===== config.mk =====
export PLATFORM = sky130hd
export DESIGN_NAME = column_assembler
export DESIGN_NICKNAME = d
export VERILOG_FILES = /design/src/common/frame_pkg.sv /design/src/column_assembler/column_assembler.sv
export VERILOG_INCLUDE_DIRS = /design/src /design/src/common
export SDC_FILE = /design/constraint.sdc
export NUM_CORES = 1
export LEC_CHECK = 0
export BUFFER_PORTS_ARGS = -buffer_cell sky130_fd_sc_hd__buf_2
export CAP_MARGIN = 20
export CORE_ASPECT_RATIO = 1.2
export CORE_UTILIZATION = 57
export CTS_BUF_LIST = sky130_fd_sc_hd__clkbuf_16
export DETAILED_ROUTE_END_ITERATION = 7
export GPL_ROUTABILITY_DRIVEN = 1
export PLACE_DENSITY_LB_ADDON = 0.08
export SLEW_MARGIN = 15
export SYNTH_ARGS = -nofsm -noshare
export SYNTH_HDL_FRONTEND = slang
export SYNTH_SLANG_ARGS = --single-unit

===== constraint.sdc =====
create_clock -name dout_clk -period 7 [get_ports dout_clk]
set_clock_uncertainty 0.2 [all_clocks]
set_input_delay 1.05 -clock dout_clk [delete_from_list [all_inputs] [get_ports dout_clk]]
set_output_delay 1.05 -clock dout_clk [all_outputs]
set_load 0.005 [all_outputs]

===== src/common/frame_consts.svh =====
// frame geometry, memory depth and credit limit, included by design and testbench files
`ifndef FRAME_CONSTS_SVH
`define FRAME_CONSTS_SVH

////////////////////////////////////////////////////////////////////////////
// frame geometry
////////////////////////////////////////////////////////////////////////////
`define FRAME_ROWS   24    // rows per camera frame
`define FRAME_COLS   32    // columns per camera frame
`define FRAME_PIXELS 768   // rows x cols
`define OUT_COLS     34    // image columns plus left and right pad column

////////////////////////////////////////////////////////////////////////////
// storage and flow control
////////////////////////////////////////////////////////////////////////////
`define MEM_DEPTH    1536  // two banks of one frame each
`define CREDIT_MAX   4     // buffer slots on the PE array side

`endif


===== src/common/frame_pkg.sv =====
// shared types for the input stage, imported by design modules and the testbench
package frame_pkg;

  typedef logic [7:0]   pixel_t;     // pixel or pad byte
  typedef logic [10:0]  mem_addr_t;  // {bank, row, col}
  typedef logic [207:0] col_word_t;  // 26 bytes, pad on top and bottom
  typedef logic [4:0]   row_idx_t;
  typedef logic [5:0]   col_idx_t;   // wide enough for 34 output columns
  typedef logic [2:0]   credit_t;    // 0 .. CREDIT_MAX

  // column assembler states
  typedef enum logic [1:0] {
    ASM_IDLE,         // no frame handed over
    ASM_WAIT_CREDIT,  // next column ready to start, waiting on the consumer
    ASM_FETCH,        // reading 24 pixels of one column
    ASM_SEND          // column word on the output for one cycle
  } asm_state_t;

endpackage


===== src/column_assembler/column_assembler.sv =====
// reads a finished bank column by column and sends padded column words under credit control
`timescale 1ns/1ps
`include "frame_consts.svh"

module column_assembler import frame_pkg::*; (
  input  logic      dout_clk,
  input  logic      rst_n,
  // frame handoff from the writer
  input  logic      i_frame_avail,
  input  logic      i_rd_bank,
  input  pixel_t    i_frame_pad,
  // memory read through the arbiter
  input  logic      i_rd_gnt,
  input  pixel_t    i_rd_data,
  input  logic      i_rd_data_vld,
  // consumer side
  input  logic      i_credit,
  output logic      o_rd_req,
  output mem_addr_t o_rd_addr,
  output logic      o_rd_done,
  output logic      o_col_vld,
  output col_word_t o_col_data,
  output logic      o_col_last
);

  asm_state_t               state;
  col_idx_t                 col_cnt;   // output column 0 .. 33
  col_idx_t                 img_col;   // image column behind it
  row_idx_t                 req_row;   // next row to request
  row_idx_t                 rcv_cnt;   // rows returned so far
  credit_t                  credits;
  logic                     bank_q;
  pixel_t                   pad_q;
  logic [`FRAME_ROWS*8-1:0] pix_sr;    // row 0 ends up on top
  logic                     pad_col;
  logic                     last_col;
  logic                     send;

  assign img_col  = col_cnt - 1'b1;
  assign pad_col  = (col_cnt == '0) || (col_cnt == col_idx_t'(`OUT_COLS - 1));
  assign last_col = (col_cnt == col_idx_t'(`OUT_COLS - 1));
  assign send     = (state == ASM_SEND);

  assign o_rd_addr = {bank_q, req_row, img_col[4:0]};

  // column word is valid for the single cycle spent in the send state
  assign o_col_vld  = send;
  assign o_col_last = send && last_col;
  assign o_col_data = pad_col ? {(`FRAME_ROWS + 2){pad_q}} : {pad_q, pix_sr, pad_q};

  ////////////////////////////////////////////////////////////////////////////
  // column sequencing
  ////////////////////////////////////////////////////////////////////////////
  always_ff @(posedge dout_clk or negedge rst_n) begin
    if (!rst_n) begin
      state     <= ASM_IDLE;
      col_cnt   <= '0;
      req_row   <= '0;
      rcv_cnt   <= '0;
      o_rd_req  <= 1'b0;
      o_rd_done <= 1'b0;
    end else begin
      o_rd_done <= 1'b0;
      case (state)
        ASM_IDLE: begin
          if (i_frame_avail) begin
            col_cnt <= '0;
            state   <= ASM_WAIT_CREDIT;
          end
        end
        ASM_WAIT_CREDIT: begin
          if (credits != '0) begin  // no memory traffic while starved
            if (pad_col) begin
              state <= ASM_SEND;
            end else begin
              req_row  <= '0;
              rcv_cnt  <= '0;
              o_rd_req <= 1'b1;
              state    <= ASM_FETCH;
            end
          end
        end
        ASM_FETCH: begin
          // requests and returns overlap, one read can be in flight per cycle
          if (i_rd_gnt) begin
            req_row <= req_row + 1'b1;
            if (req_row == row_idx_t'(`FRAME_ROWS - 1)) begin
              o_rd_req <= 1'b0;
            end
          end
          if (i_rd_data_vld) begin
            rcv_cnt <= rcv_cnt + 1'b1;
            if (rcv_cnt == row_idx_t'(`FRAME_ROWS - 1)) begin
              state <= ASM_SEND;
            end
          end
        end
        ASM_SEND: begin
          col_cnt <= col_cnt + 1'b1;
          if (last_col) begin
            o_rd_done <= 1'b1;  // bank goes back to the writer
            state     <= ASM_IDLE;
          end else begin
            state <= ASM_WAIT_CREDIT;
          end
        end
        default: state <= ASM_IDLE;
      endcase
    end
  end

  ////////////////////////////////////////////////////////////////////////////
  // credits, one spent per column word and one back per pulse
  ////////////////////////////////////////////////////////////////////////////
  always_ff @(posedge dout_clk or negedge rst_n) begin
    if (!rst_n) begin
      credits <= credit_t'(`CREDIT_MAX);
    end else begin
      case ({send, i_credit})
        2'b10:   credits <= credits - 1'b1;
        2'b01:   credits <= credits + 1'b1;
        default: credits <= credits;  // both or neither cancel out
      endcase
    end
  end

  // frame descriptor and pixel column
  always_ff @(posedge dout_clk) begin
    if ((state == ASM_IDLE) && i_frame_avail) begin
      bank_q <= i_rd_bank;
      pad_q  <= i_frame_pad;
    end
    if (i_rd_data_vld) begin
      pix_sr <= {pix_sr[`FRAME_ROWS*8-9:0], i_rd_data};  // shift up, newest row at bottom
    end
  end

endmodule


# Word level (Yosys, flattened, before mapping)
# Cells that the tools add are included.
[word_totals] register_bits=224 inputBits=23 out_inout_bits=223 wordCells=69
[op_classes] addsub=6 eq_ne=15 muxes=24 reduce_logical=14
[op_table] operator="$mux 200" n=1
[op_table] operator="$mux 5" n=4
[op_table] operator="$pmux 5 s2" n=2
[op_table] operator="$ne 2x2->1 const B" n=7
[op_table] operator="$pmux 6 s2" n=1
[op_table] operator="$reduce_and 4->1" n=3
[op_table] operator="$add 5x1->5 const B" n=2
[op_table] operator="$eq 5x5->1 const B" n=2
[op_table] operator="$mux 1" n=8
[op_table] operator="$mux 2" n=4
[op_table] operator="$pmux 2 s4" n=1
[op_table] operator="$add 6x1->6 const B" n=1
[op_table] operator="$eq 2x2->1 const B" n=3
[op_table] operator="$eq 6x6->1 const B" n=1
[op_table] operator="$logic_not 6->1" n=1
[op_table] operator="$mux 6" n=1
[op_table] operator="$pmux 3 s2" n=1
[op_table] operator="$reduce_bool 2->1" n=3
[op_table] operator="$reduce_and 5->1" n=1
[op_table] operator="$sub 5x1->5 const B" n=1
[op_table] operator="$eq 2x1->1 const B" n=2
[op_table] operator="$add 3x1->3 const B" n=1
[op_table] operator="$reduce_bool 3->1" n=1
[op_table] operator="$sub 3x1->3 const B" n=1
[op_table] operator="5 further kinds" n=6

# Depth between registers and ports, before layout
# Gate-level depths: netlist of the first run.
[logic_depth] word_depth=5 ltp_mapped=9 ltp_nobuf=8

# Least setup slack after synthesis of the first run
# No wires, ideal clock.
[synth_path] path_kind="reg2out" from="register col_cnt[0]" to="output port o_col_data[100]" t_arrival_ps=1787 required_ps=5750 slack_ps=3963 stages_incl_launch_ff=9 n_path_buf=2 path_cell_list="dfrtp_1 -> inv_1 -> ha_1 -> mux2i_1 -> nor2_2 -> and2_1 -> buf_2 -> buf_2 -> a21o_1"
[synth_between] elab_chain_len=3 elab_cells_between_ends=4 cone_classes="eq/ne (1); mux (1); reduce/logical (2)"
[synth_rtl] element="start: declaration" line_no="column_assembler.sv:27" source="col_idx_t col_cnt;"
[synth_rtl] element="start signal: assignment" line_no="column_assembler.sv:99" source="col_cnt <= col_cnt + 1'b1;"
[synth_rtl] element="$eq 6x6->1 / $logic_not 6->1 (equally long branches)" line_no="column_assembler.sv:40" source="assign pad_col = (col_cnt == '0) || (col_cnt == col_idx_t'(`OUT_COLS - 1));"
[synth_rtl] element="$logic_or 1x1->1 (*)" line_no="column_assembler.sv:40"
[synth_rtl] element="$mux 200 (*)" line_no="column_assembler.sv:49" source="assign o_col_data = pad_col ? {(`FRAME_ROWS + 2){pad_q}} : {pad_q, pix_sr, pad_q};"
[synth_rtl] element="end: declaration" line_no="column_assembler.sv:22" source="output col_word_t o_col_data,"
# Every way passes the cells marked *; elsewhere a longest branch is shown, timed or not.

# Worst setup path after layout of the first run
[layout_path] from="register col_cnt[0]" to="output port o_col_data[77]"
# Same word-level chain as after synthesis.

==> qor.txt, run 1 <==
WL/cell: 19.0 um
Syn. warnings: 0
TritonRoute pass-1 iters: 5
Fin nets: 856
Number of synthesized flops with an enable pin: 201
CP Data Arrival Time: 3.60 ns
Mapped Area: 9410 um2
RSZ-0062 raised after global routing: false
Clock buffer count from CTS: 23
Antenna-violating nets left: 0
Peak supply drop: 274 uV
Power density over cell area: 443 nW/um2
Max capacitance violation total: 0
Synthesized area per cell: 15.5 um2
Sequential area share after synthesis: 70.3%
Final setup viols: 0
Largest net degree at the start of global routing: 112
Remaining DRCs: 0
Min-Delay Path Class: flip-flop to flip-flop
Async SR Flop Fraction: 10.3%
Port Buf Inserts: 245
Detailed Route WL: 19.9 mm
# IOs: 246
FMAX: 206 MHz
TNS Setup: 0 ns
Synthesized net count: 642
WP data required: 5.75 ns
GR Util All Layers: 22.8%
Non-filler instance count after layout: 1048
Lkg Pwr: 0.00546 uW
Later-pin clock latency in the skew report: 0.49 ns
Area Overhead vs Synth: 18.9%
Worst hold path cell count: 0
Vias per cell: 5.59
Clk pin slew, worst setup/hold paths: 0.06 ns
R2r endpoint: req_row[4]
Layout cell share with drive strength beyond 1: 34.8%
DRT iter0 DRCs: 547
Chip Height: 143 um
Least-Margin Pin Slew: 1.05 ns
RD Place Congestion: 0.812
CP max FO: 99
Final worst path period share: 69.2%
Final hold violations: 0
Post-CTS Setup Inserts: 0
Clk buf depth: 3
H-tree depth: 1
Vias in the first global route: 5533
Worst r2r src: col_cnt[0]
Row count: 51
Cells after Synth: 606
CP startpoint kind: flip-flop
Post-cts repair resize count: 0
Worst R2R Path Depth: 6
First-pass GRT wire length: 30.3 mm
Register bit total from synthesis: 224
Final min period: 4.85 ns
Synth Flop Type: edfxtp_1
Die width: 119 um
CTS hold repair buffers: 0
CTS tree: yes
Most frequent cells in the layout: buf_2 (244), edfxtp_1 (201), a21o_1 (192)
Placed cell count: 1007
CP Capture Type: output port
Hold path endpoint: pix_sr[77]
Final Max Tran Viols: 0
Worst hold path startpoint: pix_sr[69]
Most common cell after layout, fill and taps aside: buf_2
Max-slew headroom: 29.8%
Run status: complete, no violations
CTS sink cnt: 224
Gr ovfl total: 0
Via count: 5861
Core ar.: 16200 um2
Die area: 17000 um2
Antenna diodes: 0
Initial antenna violation count: 0
CTS root buffer: clkbuf_16
Crit Path Class: flip-flop to output port
Reg2reg setup slack: 4.05 ns
Post-DP HPWL: 13.1 mm
Initial Util: 58.0%
Yosys cell types: 41
## registers in the layout, summed over array words and instances (netlist names)
signal     count
rcv_cnt        5
pad_q          8
o_rd_done      1
bank_q         1
pix_sr       192
req_row        5
o_rd_req       1
state          2
credits        3
col_cnt        6
## where the power goes
group,switching (uW),total (uW),internal (uW)
registers,86.3,1670,1590
clock network,477,1140,666
logic,1140,2140,1010
total,1700,4960,3260
## cells by family after synthesis
family | share of synthesized area (%)
compound gates | 17.7
mux | 0.811
flops | 70.3
simple gates | 3.60
xor+xnor | 0.652
fa+ha+maj | 1.81
buf+inv | 5.12
## critical path, cell delays in order (launching register included)
cell     delay [ns]
dfrtp_1        0.43
inv_1          0.13
ha_1           0.22
mux2i_1        0.43
or2_4          0.92
buf_4          0.56
a21o_1         0.23
buf_2          0.12
## cell type report
cell class | instances | area (um2)
fill | 1151 | 5020
multi-input combinational | 313 | 2320
inverter | 10 | 37.5
timing repair buffer | 248 | 1260
clock buffer | 23 | 576
tap | 212 | 265
sequential | 224 | 6610
clock inverter | 18 | 124
## through the flow
stage                     setup slack [ns]  cell area [um2]  hold WS (ns)  utilization (%)  total power [uW]
final                                 2.15            11200         0.248             69.0              4960
after CTS                             2.14            11200         0.248             69.0              5000
after global placement                2.80            10500         0.230             64.7              3810
after floorplan                       3.96             9410         0.227                -              3080
after detailed placement              2.68            10500         0.236             64.7              3840
after global routing                  1.89            11200         0.256             69.0              5260
## routing by layer
metal	GRT usage, %	wire length [um]	vias to the layer above
li1	-	-	2696
met1	31.5	8520	2877
met2	36.6	9440	258
met3	4.87	1600	30
met4	6.26	301	0
met5	0	0	-
## worst max path at each step
stage / from / to / slack (ns) / cells past startpoint
2_1_floorplan: col_cnt[0] / o_col_data[100] / 3.96 / 8
3_3_place_gp: col_cnt[0] / o_col_data[96] / 2.80 / 7
3_5_place_dp: col_cnt[0] / o_col_data[77] / 2.68 / 7
4_1_cts: col_cnt[0] / o_col_data[96] / 2.14 / 7
5_1_grt: col_cnt[0] / o_col_data[96] / 1.89 / 7
6_report: col_cnt[0] / o_col_data[77] / 2.15 / 7
## Yosys cell counts, drive strengths merged, types with 4 or more instances
cell type / number / area [um2]
edfxtp: 201 / 6040
a21o: 192 / 1440
buf: 55 / 429
dfrtp: 22 / 551
o21ai: 14 / 70.1
nand2: 13 / 48.8
ha: 12 / 150
and2: 10 / 62.6
inv: 10 / 37.5
nand3: 9 / 45.0
nor2: 9 / 36.3
mux2: 5 / 56.3
o311ai: 5 / 51.3
clkbuf: 4 / 15.0
nand2b: 4 / 25.0
nand4: 4 / 25.0
nor3: 4 / 20.0
or3: 4 / 25.0
xor2: 4 / 35.0
Power figures use the tool's default switching activity.
==> run 2, diff against run 1 <==
CORE_UTILIZATION = 53   (was 57)
clock period = 4.7 ns   (was 7 ns; I/O delays follow)
==> qor.txt, run 2 (synthesis gave the netlist of run 1 again) <==
Max-slew headroom: 29.2%
Largest stage delay, worst path: 0.67 ns
Clock buffer count from CTS: 23
First-pass GRT wire length: 29.4 mm
Later-pin clock latency in the skew report: 0.50 ns
Pint: 5010 uW
Antenna-violating nets left: 0
Max FFs per register: 192
# IOs: 246
Vias in the first global route: 5316
Final min period: 3.99 ns
Most frequent cells in the layout: buf_2 (244), edfxtp_1 (201), a21o_1 (192)
GR Util All Layers: 21.1%
CTS sink cnt: 224
Worst r2r src: col_cnt[0]
Detailed Route WL: 19.7 mm
Peak supply drop: 454 uV
Fin nets: 859
Chip Height: 148 um
Final worst path period share: 84.8%
Crit Path Class: flip-flop to output port
Final hold violations: 0
CP Capture Type: output port
Most common cell after layout, fill and taps aside: buf_2
WP data required: 3.80 ns
Die width: 124 um
Worst Setup SP: col_cnt[0]
Net Switching: 2540 uW
Antenna diodes: 0
Final core occ: 65.0%
CTS tree: yes
Post-CTS Setup Inserts: 0
Reg2reg setup slack: 2.04 ns
Least-Margin Pin Slew: 1.06 ns
Layout cell share with drive strength beyond 1: 35.7%
Run status: complete, no violations
Largest registers: pix_sr (192), pad_q (8), col_cnt (6)
Die area: 18300 um2
Clk pin slew, worst setup/hold paths: 0.06 ns
Post-cts repair resize count: 0
FMAX: 251 MHz
CP startpoint kind: flip-flop
Power share of the combinational group: 42.4%
Power density over cell area: 667 nW/um2
Port Buf Inserts: 245
RD Place Congestion: 0.820
Worst hold path startpoint: i_rd_data[5]
Post-DP HPWL: 13.2 mm
Core ar.: 17400 um2
Largest register by flop count: pix_sr
Clk buf depth: 3
Min-Delay Path Class: input pin to flip-flop
# fillers: 1330
Row count: 53
Vias per cell: 5.41
Gr ovfl total: 0
Lkg Pwr: 0.00551 uW
Final Max Tran Viols: 0
CP max FO: 73
WL/cell: 18.6 um
Switching part of the total: 33.6%
Initial antenna violation count: 0
Via count: 5736
CTS hold repair buffers: 1
Area Overhead vs Synth: 20.4%
CP cell instances: inv_1 -> ha_1 -> mux2i_1 -> or2_4 -> buf_12 -> a21o_1 -> buf_2
TritonRoute pass-1 iters: 4
Initial Util: 53.9%
H-tree depth: 1
CP Data Arrival Time: 3.08 ns
Final setup viols: 0
Clk pwr share: 24.6%
TNS Setup: 0 ns
Max capacitance violation total: 0
RSZ-0062 raised after global routing: false
Share of power burned in registers: 33.0%
CP max stage cell: or2_4
Remaining DRCs: 0
DRT iter0 DRCs: 399
Largest net degree at the start of global routing: 83
CTS root buffer: clkbuf_16
run 2: worst paths after layout:
check                                 endpoint  depth (start not counted)
worst min-delay path                 pix_sr[5]                          1
min in group asynchronous           col_cnt[2]                          2
max in group asynchronous           credits[2]                          2
worst max register to register      req_row[4]                          6
worst min register to register      pix_sr[15]                          0
worst max-delay path            o_col_data[69]                          7
run 2: metrics by stage:
stage          hold slack (ns)  setup WS, ns  instance area [um2]  power [uW]  cells
3_5_place_dp             0.235          1.21                10500        5750   1016
5_1_grt                  0.143         0.506                11300        8050   1060
3_3_place_gp             0.231          1.31                10500        5710   1016
2_1_floorplan            0.209          2.01                 9410        4590    606
4_1_cts                  0.150         0.675                11300        7640   1059
6_report                 0.175         0.714                11300        7550   1060
run 2: power groups by stage:
stage	clock network [uW]	logic [uW]	registers (uW)
5_1_grt	1990	3550	2510
6_report	1860	3200	2490
2_1_floorplan	0	2100	2490
3_3_place_gp	0	3190	2520
3_5_place_dp	0	3220	2530
4_1_cts	1900	3240	2490
run 2: critical path, delay by kind of cell, from the launching register on:
| kind | cells | cell delay (ns) |
|---|---|---|
| AND/OR/NAND/NOR | 1 | 0.67 |
| buffers and inverters | 3 | 0.59 |
| flip-flops | 1 | 0.45 |
| multiplexers | 1 | 0.42 |
| adder cells (fa/ha/maj) | 1 | 0.21 |
| AO/OA/AOI/OAI | 1 | 0.21 |
run 2: cell type report:
cell class / instances / area, um2 / area share (%)
Sequential cell: 224 / 6610 / 58.4
Multi-Input combinational cell: 313 / 2320 / 20.4
Timing Repair Buffer: 251 / 1320 / 11.6
Clock buffer: 23 / 576 / 5.08
Tap cell: 220 / 275 / 2.43
Clock inverter: 19 / 196 / 1.73
Inverter: 10 / 37.5 / 0.331
run 2: routing by layer:
metal	vias to the layer above	track usage [%]	part of all wire (%)
li1	2712	-	-
met1	2762	28.7	43
met2	225	33.6	48
met3	37	5.09	7.3
met4	0	6.02	2.1
met5	-	0	0
