==> src/common/frame_consts.svh <==
// frame geometry, memory depth and credit limit, included by design and testbench files
`ifndef FRAME_CONSTS_SVH
`define FRAME_CONSTS_SVH

////////////////////////////////////////////////////////////////////////////
// frame geometry
////////////////////////////////////////////////////////////////////////////
`define FRAME_ROWS   24    // rows per camera frame
`define FRAME_COLS   32    // columns per camera frame
`define FRAME_PIXELS 768   // rows x cols
`define OUT_COLS     34    // image columns plus left and right pad column

////////////////////////////////////////////////////////////////////////////
// storage and flow control
////////////////////////////////////////////////////////////////////////////
`define MEM_DEPTH    1536  // two banks of one frame each
`define CREDIT_MAX   4     // buffer slots on the PE array side

`endif

==> src/common/frame_pkg.sv <==
// shared types for the input stage, imported by design modules and the testbench
package frame_pkg;

  typedef logic [7:0]   pixel_t;     // pixel or pad byte
  typedef logic [10:0]  mem_addr_t;  // {bank, row, col}
  typedef logic [207:0] col_word_t;  // 26 bytes, pad on top and bottom
  typedef logic [4:0]   row_idx_t;
  typedef logic [5:0]   col_idx_t;   // wide enough for 34 output columns
  typedef logic [2:0]   credit_t;    // 0 .. CREDIT_MAX

  // column assembler states
  typedef enum logic [1:0] {
    ASM_IDLE,         // no frame handed over
    ASM_WAIT_CREDIT,  // next column ready to start, waiting on the consumer
    ASM_FETCH,        // reading 24 pixels of one column
    ASM_SEND          // column word on the output for one cycle
  } asm_state_t;

endpackage

==> src/design/pixel_writer.sv <==
// writes the camera stream into the write bank and hands full frames to the assembler
`timescale 1ns/1ps
`include "frame_consts.svh"

module pixel_writer import frame_pkg::*; (
  input  logic      dout_clk,
  input  logic      rst_n,
  input  pixel_t    i_pix,
  input  logic      i_pix_vld,
  input  pixel_t    i_pad_value,
  input  logic      i_rd_done,
  output logic      o_wr_req,
  output mem_addr_t o_wr_addr,
  output pixel_t    o_wr_data,
  output logic      o_frame_avail,
  output logic      o_rd_bank,
  output pixel_t    o_frame_pad,
  output logic      o_frame_drop
);

  row_idx_t row_cnt;
  col_idx_t col_cnt;
  logic     wr_bank;      // bank being filled
  logic     reader_busy;  // assembler still owns the other bank
  logic     last_pix;
  logic     reader_free;

  assign last_pix    = i_pix_vld && (row_cnt == row_idx_t'(`FRAME_ROWS - 1)) &&
                       (col_cnt == col_idx_t'(`FRAME_COLS - 1));
  assign reader_free = !reader_busy || i_rd_done;  // done in the same cycle counts

  // every valid pixel goes straight to memory
  assign o_wr_req  = i_pix_vld;
  assign o_wr_addr = {wr_bank, row_cnt, col_cnt[4:0]};  // row * 32 + col
  assign o_wr_data = i_pix;

  ////////////////////////////////////////////////////////////////////////////
  // raster counters, bank swap and handoff
  ////////////////////////////////////////////////////////////////////////////
  always_ff @(posedge dout_clk or negedge rst_n) begin
    if (!rst_n) begin
      row_cnt       <= '0;
      col_cnt       <= '0;
      wr_bank       <= 1'b0;
      reader_busy   <= 1'b0;
      o_frame_avail <= 1'b0;
      o_frame_drop  <= 1'b0;
    end else begin
      o_frame_avail <= last_pix && reader_free;
      o_frame_drop  <= last_pix && !reader_free;  // same bank is overwritten next frame
      if (i_pix_vld) begin
        if (col_cnt == col_idx_t'(`FRAME_COLS - 1)) begin
          col_cnt <= '0;
          row_cnt <= last_pix ? '0 : row_cnt + 1'b1;
        end else begin
          col_cnt <= col_cnt + 1'b1;
        end
      end
      if (last_pix && reader_free) begin
        wr_bank     <= ~wr_bank;
        reader_busy <= 1'b1;
      end else if (i_rd_done) begin
        reader_busy <= 1'b0;
      end
    end
  end

  // frame descriptor, meaningful only with o_frame_avail
  always_ff @(posedge dout_clk) begin
    if (last_pix) begin
      o_rd_bank   <= wr_bank;
      o_frame_pad <= i_pad_value;  // pad byte sampled at the last pixel
    end
  end

endmodule

==> config.mk <==
export PLATFORM = sky130hd
export DESIGN_NAME = pixel_writer
export DESIGN_NICKNAME = d
export VERILOG_FILES = /design/src/common/frame_pkg.sv /design/src/design/pixel_writer.sv
export VERILOG_INCLUDE_DIRS = /design/src /design/src/common
export SDC_FILE = /design/constraint.sdc
export NUM_CORES = 1
export LEC_CHECK = 0
export ABC_AREA = 1
export BUFFER_PORTS_ARGS = -buffer_cell sky130_fd_sc_hd__buf_2
export CELL_PAD_IN_SITES_DETAIL_PLACEMENT = 1
export CELL_PAD_IN_SITES_GLOBAL_PLACEMENT = 2
export CORE_UTILIZATION = 28
export CTS_CLUSTER_SIZE = 14
export DETAILED_ROUTE_END_ITERATION = 8
export HOLD_SLACK_MARGIN = 0.15
export PLACE_DENSITY = 0.9
export SYNTH_ARGS = -nofsm -noshare
export SYNTH_HDL_FRONTEND = slang
export SYNTH_SLANG_ARGS = --single-unit
==> constraint.sdc <==
create_clock -name dout_clk -period 4.1 [get_ports dout_clk]
set_input_delay 0.82 -clock dout_clk [delete_from_list [all_inputs] [get_ports dout_clk]]
set_output_delay 0.82 -clock dout_clk [all_outputs]
set_load 0.005 [all_outputs]
=== After elaboration in Yosys (flattened, before gate mapping) ===
Index checks and enable logic that the tools add are counted.

* Register bits: 24
* Input port bits: 20
* Output and inout port bits: 31
* Word-level logic and storage cells: 26

* Add/sub/neg operators: 2
* Equality and inequality tests: 2
* Multiplexer cells: 4
* Bitwise logic cells: 1
* Reductions and logical operators: 9

{| class="wikitable"
|+ Operators by type and width
! kind !! count
|-
| $add A6 B1 Y6 const B || 1
|-
| $eq A6 B5 Y1 const B || 1
|-
| $mux W6 || 1
|-
| $add A5 B1 Y5 const B || 1
|-
| $eq A5 B5 Y1 const B || 1
|-
| $mux W5 || 1
|-
| $logic_and A1 B1 Y1 || 4
|-
| $logic_not A1 Y1 || 2
|-
| $mux W1 || 2
|-
| $reduce_and A2 Y1 || 1
|-
| $reduce_bool A2 Y1 || 1
|-
| $logic_or A1 B1 Y1 || 1
|-
| $not A1 Y1 || 1
|}

=== Depth between registers and ports, before layout ===
Gate-level depths: netlist of the first run.

* Depth in word-level cells: 5
* Gate-level depth with buffers: 7
* Mapped depth without buffers: 6

=== Worst setup path before layout of the first run ===
OpenSTA, ideal clock, no wires.

* Path kind: in2out
* Start: input i_pix[0]
* End: output o_wr_data[0]
* Data arrival time: 0.931 ns
* Required time: 3.280 ns
* Path slack: 2.349 ns
* Stages on the path: 1
* Buffers on the path: 1
* Cells stage by stage: buf_4

{| class="wikitable"
|+ RTL lines
! what !! RTL line !! source
|-
| start, declared || pixel_writer.sv:8 || <nowiki>input pixel_t i_pix,</nowiki>
|-
| end, declared || pixel_writer.sv:14 || <nowiki>output pixel_t o_wr_data,</nowiki>
|}

No word-level cell between the ends.

=== Worst setup path in the final report of the first run ===
* Start: input i_pix_vld
* End: register o_frame_pad[4] (enable)

* Word-level cells in the longest chain between the ends: 2

{| class="wikitable"
|+ RTL lines
! what !! RTL line !! source
|-
| start, declared || pixel_writer.sv:9 || <nowiki>input logic i_pix_vld,</nowiki>
|-
| $logic_and A1 B1 Y1 (2 in series) || pixel_writer.sv:28 || <nowiki>assign last_pix = i_pix_vld && (row_cnt == row_idx_t'(`FRAME_ROWS - 1)) &&</nowiki>
|-
| via last_pix || pixel_writer.sv:25 || <nowiki>logic last_pix;</nowiki>
|-
| end signal, assigned || pixel_writer.sv:72 || <nowiki>o_frame_pad <= i_pad_value;</nowiki>
|-
| end, declared || pixel_writer.sv:17 || <nowiki>output pixel_t o_frame_pad,</nowiki>
|}

The timed path passes the listed nets, and every way through them passes these cells.
A chain may end at the register's enable or synchronous reset.

==> results of run 1 <==
sequential cells by signal, summed over array words and instances (netlist names):
name	cells
col_cnt	6
o_frame_avail	1
o_frame_drop	1
o_frame_pad	8
o_rd_bank	1
reader_busy	1
row_cnt	5
wr_bank	1
power by group through the flow:
| stage | clock network (mW) | logic, mW | registers [mW] |
|---|---|---|---|
| floorplan | 0 | 0.117 | 0.327 |
| CTS | 0.140 | 0.141 | 0.330 |
| detailed placement | 0 | 0.138 | 0.334 |
| finish | 0.135 | 0.138 | 0.329 |
| global route | 0.147 | 0.157 | 0.338 |
| global placement | 0 | 0.131 | 0.332 |
kinds of logic after synthesis:
| logic type | count (synthesis) | synth area share [%] |
|---|---|---|
| AOI/OAI and AO/OA | 4 | 2.47 |
| xor gates and xnor gates | 2 | 1.57 |
| adders and majority gates | 2 | 2.24 |
| buffers and inverters | 31 | 16.2 |
| DFF | 24 | 57.9 |
| muxes | 1 | 1.01 |
| and+or+nand+nor | 43 | 18.6 |
synth_stat cells (all sizes together), types with 3 or more instances:
master | count | share of area [%]
nand3 | 5 | 2.7
inv | 15 | 5.1
nand2 | 18 | 6.1
edfxtp | 9 | 24
nor2 | 11 | 4.8
buf | 16 | 11
dfrtp | 15 | 34
nand4 | 3 | 1.7
worst reg2reg max path, delay by kind of cell (launching register included):
| kind | cells | cell delay [ps] |
|---|---|---|
| adders and majority gates | 1 | 230 |
| and+or+nand+nor | 3 | 550 |
| buffers and inverters | 1 | 290 |
| DFF | 1 | 420 |
path summary, 6_finish.rpt:
kind                             from             end  slack [ps]  cells past startpoint
max                         i_pix_vld  o_frame_pad[4]        2180                      5
min                             rst_n      col_cnt[4]         450                      1
max reg2reg                row_cnt[0]  o_frame_pad[4]        2290                      5
min reg2reg                   wr_bank       o_rd_bank         530                      0
max in group asynchronous       rst_n   o_frame_avail        3380                      1
min in group dout_clk         wr_bank       o_rd_bank         530                      0
routing by layer:
layer	part of all wire, %	vias up	wire (um)	track usage (%)
met2	45	35	958	18.2
met1	45	345	964	13.4
met4	1.8	0	39	5.71
met5	0	-	0	0
li1	-	367	-	-
met3	8.2	4	175	1.74
stage by stage:
stage,cells,utilization (%)
2_1_floorplan,107,-
3_3_place_gp,173,32.6
3_5_place_dp,173,32.6
4_1_cts,177,33.8
5_1_grt,177,33.8
6_report,177,33.8
final cells by class:
type / count / area share, %
Sequential cell: 24 / 51.0
Inverter: 15 / 4.45
Timing Repair Buffer: 34 / 13.4
Clock buffer: 3 / 3.26
Clock inverter: 1 / 0.296
Multi-Input combinational cell: 52 / 22.8
Tap cell: 48 / 4.74
==> metrics.sh, run 1 <==
GRT_MAX_DEGREE=16
DESIGN.DIE.AREA_MM2=0.00424
FINAL.PERIOD_UTILIZATION_PCT=46.8
MAXCAPVIOLCOUNT=0
CRIT_SLOWEST_CELL='sky130_fd_sc_hd__nor2_4'
CHIPWIDTH_UM=65.1
POSTSYNTH.ASYNCRESETSHARE_PCT=62.5
PLACEMENT.CELL_AREA_MM2=0.00122
CELLINTERNALPOWER_mW=0.419
ROOT_BUFFER='sky130_fd_sc_hd__clkbuf_8'
CPLARGESTDELAYFAMILY='simple AND/OR/NAND/NOR gates'
ANTENNA_VIOLATING_NETS_POST_ROUTE=0
DIE_H_UM=65.1
FINALWORSTSETUPSLACK_PS=2180
LAYOUT-DRIVE-GT1-SHARE_PCT=35.7
HTREE_DEPTH=1
SYN_TO_FINAL_GROWTH_PCT=13.6
LAYOUT.CELLS.MOST_COMMON_LIST='sky130_fd_sc_hd__buf_2 (34), sky130_fd_sc_hd__nand2_1 (18), sky130_fd_sc_hd__inv_1 (15), sky130_fd_sc_hd__dfrtp_1 (15), sky130_fd_sc_hd__edfxtp_1 (9)'
ANT_CELLS=0
INITIALDRTVIOLATIONCOUNT=9
CP_DATA_ARRIVAL_TIME_PS=1850
PLACE.PORT_BUFFERS=34
GRT_SETUP_UNREPAIRED='false'
LAYOUT.FILLER_CELLS=454
POWER_FRAC_CLOCK_PCT=22.5
FIN_AREA_MM2=0.00127
CP_CELL_SEQUENCE='buf_2, nand3_2, nor2_4, nand2_1, inv_1'
TIMING.CRITICAL_PATH.BUF_INV=2
COMBINATIONAL_SHARE_OF_POWER_PCT=22.9
HOLD_PATH.CLASS='primary input to async pin'
CTSLONGESTPATHBUFFERS=2
FIN_TOTAL_PWR_mW=0.602
LAYOUT_MIN_CYCLE_TIME_PS=1920
ROUTE.VIAS.TOTAL=751
SYNTHESIS.AREA_PER_INSTANCE_UM2=10.4
CLK_TRANSITION_REPORTED_PATHS_PS=80
MULTI_INPUT_COMB_AREA_UM2=289
GRT.OVERFLOW.TOTAL=0
TOTAL_LEAKAGE_POWER_nW=0.643
VDD_DROP_MAX_mV=0.141
TIMING.CRITICAL_PATH.TO_TYPE='flip-flop'
MAXIMUM_CELL_STAGE_DELAY_ALONG_THE_CRITICAL_PATH_PS=320
WORST-ENDPOINT-REQUIRED_PS=4040
INSERTION_DELAY_PS=260
YS_DOMINANT_REG_CELL='sky130_fd_sc_hd__dfrtp_1'
CORE-AREA_MM2=0.00374
SYNTH_SEQUENTIAL_AREA_RATIO_PCT=57.9
CRIT_TYPE='primary input to flip-flop'
GRT_PASS1_WL_UM=3530
ANTENNA_FOUND_INITIAL=0
ROUTABILITY_CONGESTION_ESTIMATE=0.752
CTS_TREE='done'
DETAIL_ROUTE.VIAS_PER_CELL=4.24
DRC=0
DETAILED_PLACE_HPWL_UM=1710
MAPPEDNETLISTAREA_MM2=0.00111
SYNTH_SEQ_CELLS=24
SYNTH_CELL_TYPES=23
CLOCK.FMAX_GHz=0.521
INITIAL_UTILIZATION_PCT=29.8
SLEW_VIOL_FINAL=0
SLEW-LIMIT-HEADROOM_PCT=74.4
ROUTEDWLPERCELL_UM=12.1
POWER.SWITCHING_FRACTION_PCT=30.3
SYNTH-EDFF-COUNT=9
YOSYSWARNINGS=0
START_KIND='primary input'
SYN_NETS=129
FF_LATCH_AREA_UM2=646
HOLD_VIOLATIONS=0
DETAIL_ROUTE.FIRST_PASS.ITERATIONS=2
SEQ_POWER_SHARE_PCT=54.7
POWER.NET_SWITCHING_mW=0.182
PRE_CTS_WS_PS=1890
CTS.SINKS=24
FINAL_COUNT_OF_NEGATIVE_SETUP_SLACK_ENDPOINTS=0
POST-CTS-SETUP-BUFFER-COUNT=0
FLOORPLAN.IO_PINS=51
CRIT_FANOUT=15
FIRST_GLOBAL_VIAS=774
ROUTE.FINAL.WIRE_LENGTH_UM=2140
TRANSITION_TIME_AT_THE_PIN_WITH_THE_LEAST_SLEW_MARGIN_PS=382
NNETSFINAL=152
SYNTHESIS.INSTANCES=107
POWER_PER_CELL_AREA_mW_PER_MM2=475
WHS_PS=454
POST_CTS.RESIZED_INSTANCES=0
CTS_INSERTED_BUFFERS=3
STATUS='complete, no violations'
SKEW_PS=2.70
GLOBAL_ROUTE.USAGE.TOTAL_PCT=10.9
CORE.ROWCOUNT=22
ACCUMULATED_NEGATIVE_SETUP_SLACK_PS=0
FINAL_COMMON_CELL='sky130_fd_sc_hd__buf_2'
POST_CTS_HOLD_BUFFER_COUNT=0
(Power assumes the default switching activity.)
==> inputs of run 2 (changes only) <==
--- a/config.mk
+++ b/config.mk
@@ -10,11 +10,11 @@
 export BUFFER_PORTS_ARGS = -buffer_cell sky130_fd_sc_hd__buf_2
 export CELL_PAD_IN_SITES_DETAIL_PLACEMENT = 1
 export CELL_PAD_IN_SITES_GLOBAL_PLACEMENT = 2
-export CORE_UTILIZATION = 28
+export CORE_UTILIZATION = 26
 export CTS_CLUSTER_SIZE = 14
 export DETAILED_ROUTE_END_ITERATION = 8
 export HOLD_SLACK_MARGIN = 0.15
-export PLACE_DENSITY = 0.9
+export PLACE_DENSITY = 0.85
 export SYNTH_ARGS = -nofsm -noshare
 export SYNTH_HDL_FRONTEND = slang
 export SYNTH_SLANG_ARGS = --single-unit
==> constraint.sdc (replaced) <==
create_clock -name dout_clk -period 1.9 [get_ports dout_clk]
set_input_delay 0.38 -clock dout_clk [delete_from_list [all_inputs] [get_ports dout_clk]]
set_output_delay 0.38 -clock dout_clk [all_outputs]
set_load 0.005 [all_outputs]
==> run 2 against run 1 <==
Against the previous run: final area rose by 4.2%; routed wire length up 6.6%; combinational power up 120%.
==> metrics.sh, run 2 (same netlist as run 1, synthesis figures left out) <==
PLACE.PORT_BUFFERS=34
LAYOUT_MIN_CYCLE_TIME_PS=1570
LAYOUT-DRIVE-GT1-SHARE_PCT=37.1
ANTENNA_FOUND_INITIAL=0
GRT_SETUP_UNREPAIRED='false'
CRIT_FANOUT=9
MAXIMUM_CELL_STAGE_DELAY_ALONG_THE_CRITICAL_PATH_PS=410
SEQ_POWER_SHARE_PCT=48.9
GLOBAL_ROUTE.USAGE.TOTAL_PCT=10.9
PLACEMENT.CELL_AREA_MM2=0.00124
FIN_TOTAL_PWR_mW=1.45
LAYOUT_TOP_REGISTERS='o_frame_pad x8, col_cnt x6, row_cnt x5'
CRIT_TYPE='flip-flop to flip-flop'
GLOBALROUTEMET3UTIL_PCT=2.03
HOLD_PATH.CLASS='primary input to flip-flop'
TOTAL_LEAKAGE_POWER_nW=0.671
POST_CTS.RESIZED_INSTANCES=0
CORE.ROWCOUNT=23
ROUTABILITY_CONGESTION_ESTIMATE=0.705
TIMING.CRITICAL_PATH.BUF_INV=1
POWER_PER_CELL_AREA_mW_PER_MM2=1100
MET2_USAGE_PCT=19.1
CTS_TREE='done'
CP_DATA_ARRIVAL_TIME_PS=1510
FINAL.PERIOD_UTILIZATION_PCT=82.4
FINAL_COUNT_OF_NEGATIVE_SETUP_SLACK_ENDPOINTS=0
FLOORPLAN.IO_PINS=51
STATUS='complete, no violations'
DESIGN.DIE.AREA_MM2=0.00455
CTSLONGESTPATHBUFFERS=2
ROUTE.FINAL.WIRE_LENGTH_UM=2280
CELLINTERNALPOWER_mW=1.04
ACCUMULATED_NEGATIVE_SETUP_SLACK_PS=0
VDD_DROP_MAX_mV=0.286
LAYOUT.CELLS.MOST_COMMON_LIST='sky130_fd_sc_hd__buf_2 (34), sky130_fd_sc_hd__nand2_1 (18), sky130_fd_sc_hd__inv_1 (15), sky130_fd_sc_hd__dfrtp_1 (15), sky130_fd_sc_hd__edfxtp_1 (9)'
DIE_H_UM=67.5
NNETSFINAL=155
HOLD_VIOLATIONS=0
CHIPWIDTH_UM=67.5
CLOCK.FMAX_GHz=0.639
DETAIL_ROUTE.FIRST_PASS.ITERATIONS=4
CTS.SINKS=24
ROOT_BUFFER='sky130_fd_sc_hd__clkbuf_8'
REGISTERS.TOP_BY_FF_COUNT='o_frame_pad'
MAXCAPVIOLCOUNT=0
DETAILED_PLACE_HPWL_UM=1710
FIRST_GLOBAL_VIAS=758
SKEW_PS=2.21
CP_CELL_SEQUENCE='ha_1, nand3_2, nor2_4, nand2_1, inv_1'
SLEW_VIOL_FINAL=0
WORST-ENDPOINT-REQUIRED_PS=1850
POWER.NET_SWITCHING_mW=0.412
CRIT_SLOWEST_CELL='sky130_fd_sc_hd__dfrtp_1'
CPLARGESTDELAYFAMILY='flip-flops'
CORE-AREA_MM2=0.00406
POWER_FRAC_CLOCK_PCT=30.4
START_KIND='flip-flop'
INITIALDRTVIOLATIONCOUNT=32
FINAL_CORE_UTILIZATION_PCT=32.5
CTS_INSERTED_BUFFERS=3
SYN_TO_FINAL_GROWTH_PCT=18.4
COMBINATIONAL_SHARE_OF_POWER_PCT=20.7
ROUTEDWLPERCELL_UM=12.5
POST-CTS-SETUP-BUFFER-COUNT=0
LARGEST_REG_FLOPS=8
INSERTION_DELAY_PS=260
FIN_AREA_MM2=0.00132
GRT_PASS1_WL_UM=3530
ROUTE.VIAS.TOTAL=750
ANTENNA_VIOLATING_NETS_POST_ROUTE=0
INITIAL_UTILIZATION_PCT=27.5
CLK_TRANSITION_REPORTED_PATHS_PS=80
HTREE_DEPTH=1
DRC=0
DETAIL_ROUTE.VIAS_PER_CELL=4.12
ANT_CELLS=0
SLEW-LIMIT-HEADROOM_PCT=76.4
GRT_MAX_USAGE_LAYER='met2'
TIMING.CRITICAL_PATH.TO_TYPE='flip-flop'
FINAL_COMMON_CELL='sky130_fd_sc_hd__buf_2'
GRT.OVERFLOW.TOTAL=0
MET1_USAGE_PCT=11.9
TRANSITION_TIME_AT_THE_PIN_WITH_THE_LEAST_SLEW_MARGIN_PS=354
POWER.SWITCHING_FRACTION_PCT=28.3
GRT_MAX_DEGREE=16
## run 2: changes by cell type in the layout (fill, tap and decap cells not counted), sizes merged
cell | previous run | this run
buf | 34 | 36
bufinv | 0 | 1
clkinv | 1 | 0
dlygate4sd3 | 0 | 1
## run 2: area by class of cell
cell class | count | area (um^2)
Inverter | 15 | 56.3
Clock buffer | 3 | 41.3
Sequential cell | 24 | 646
Multi-Input combinational cell | 52 | 289
Tap cell | 50 | 62.6
Fill cell | 470 | 2740
Clock inverter | 1 | 30.0
Timing Repair Buffer | 37 | 195
## run 2: power groups by stage
stage | registers, mW | logic (mW) | clock network [mW]
2_1_floorplan | 0.705 | 0.252 | 0
3_3_place_gp | 0.712 | 0.289 | 0
3_5_place_dp | 0.721 | 0.298 | 0
4_1_cts | 0.710 | 0.305 | 0.458
5_1_grt | 0.726 | 0.347 | 0.485
6_report | 0.712 | 0.301 | 0.442
## run 2: repair_timing
item	in CTS	in global routing
setup endpoints to repair	0	0
endpoints found under the hold margin	15	0
hold buffers	1	0
## run 2: layer usage
metal | routed length, um | vias up
met5 | 0 | -
met4 | 55 | 0
met3 | 147 | 4
met2 | 1130 | 35
li1 | - | 372
met1 | 944 | 339
## run 2: worst paths after layout
path	start	end	slack, ps	depth (start not counted)
worst min-delay path	i_pad_value[1]	o_frame_pad[1]	290	1
max in group asynchronous	rst_n	row_cnt[3]	1090	2
min in group asynchronous	rst_n	row_cnt[2]	560	2
worst max-delay path	col_cnt[1]	o_frame_pad[0]	330	5
worst min register to register	wr_bank	o_rd_bank	510	0
worst max register to register	col_cnt[1]	o_frame_pad[0]	330	5
## run 2: per-stage QoR
stage | setup WS, ps | hold slack (ps) | instances
final | 334 | 291 | 182
after global routing | 158 | 273 | 182
after CTS | 308 | 281 | 182
after detailed placement | 335 | 313 | 177
after global placement | 414 | 302 | 177
after floorplan | 340 | 84.4 | 107
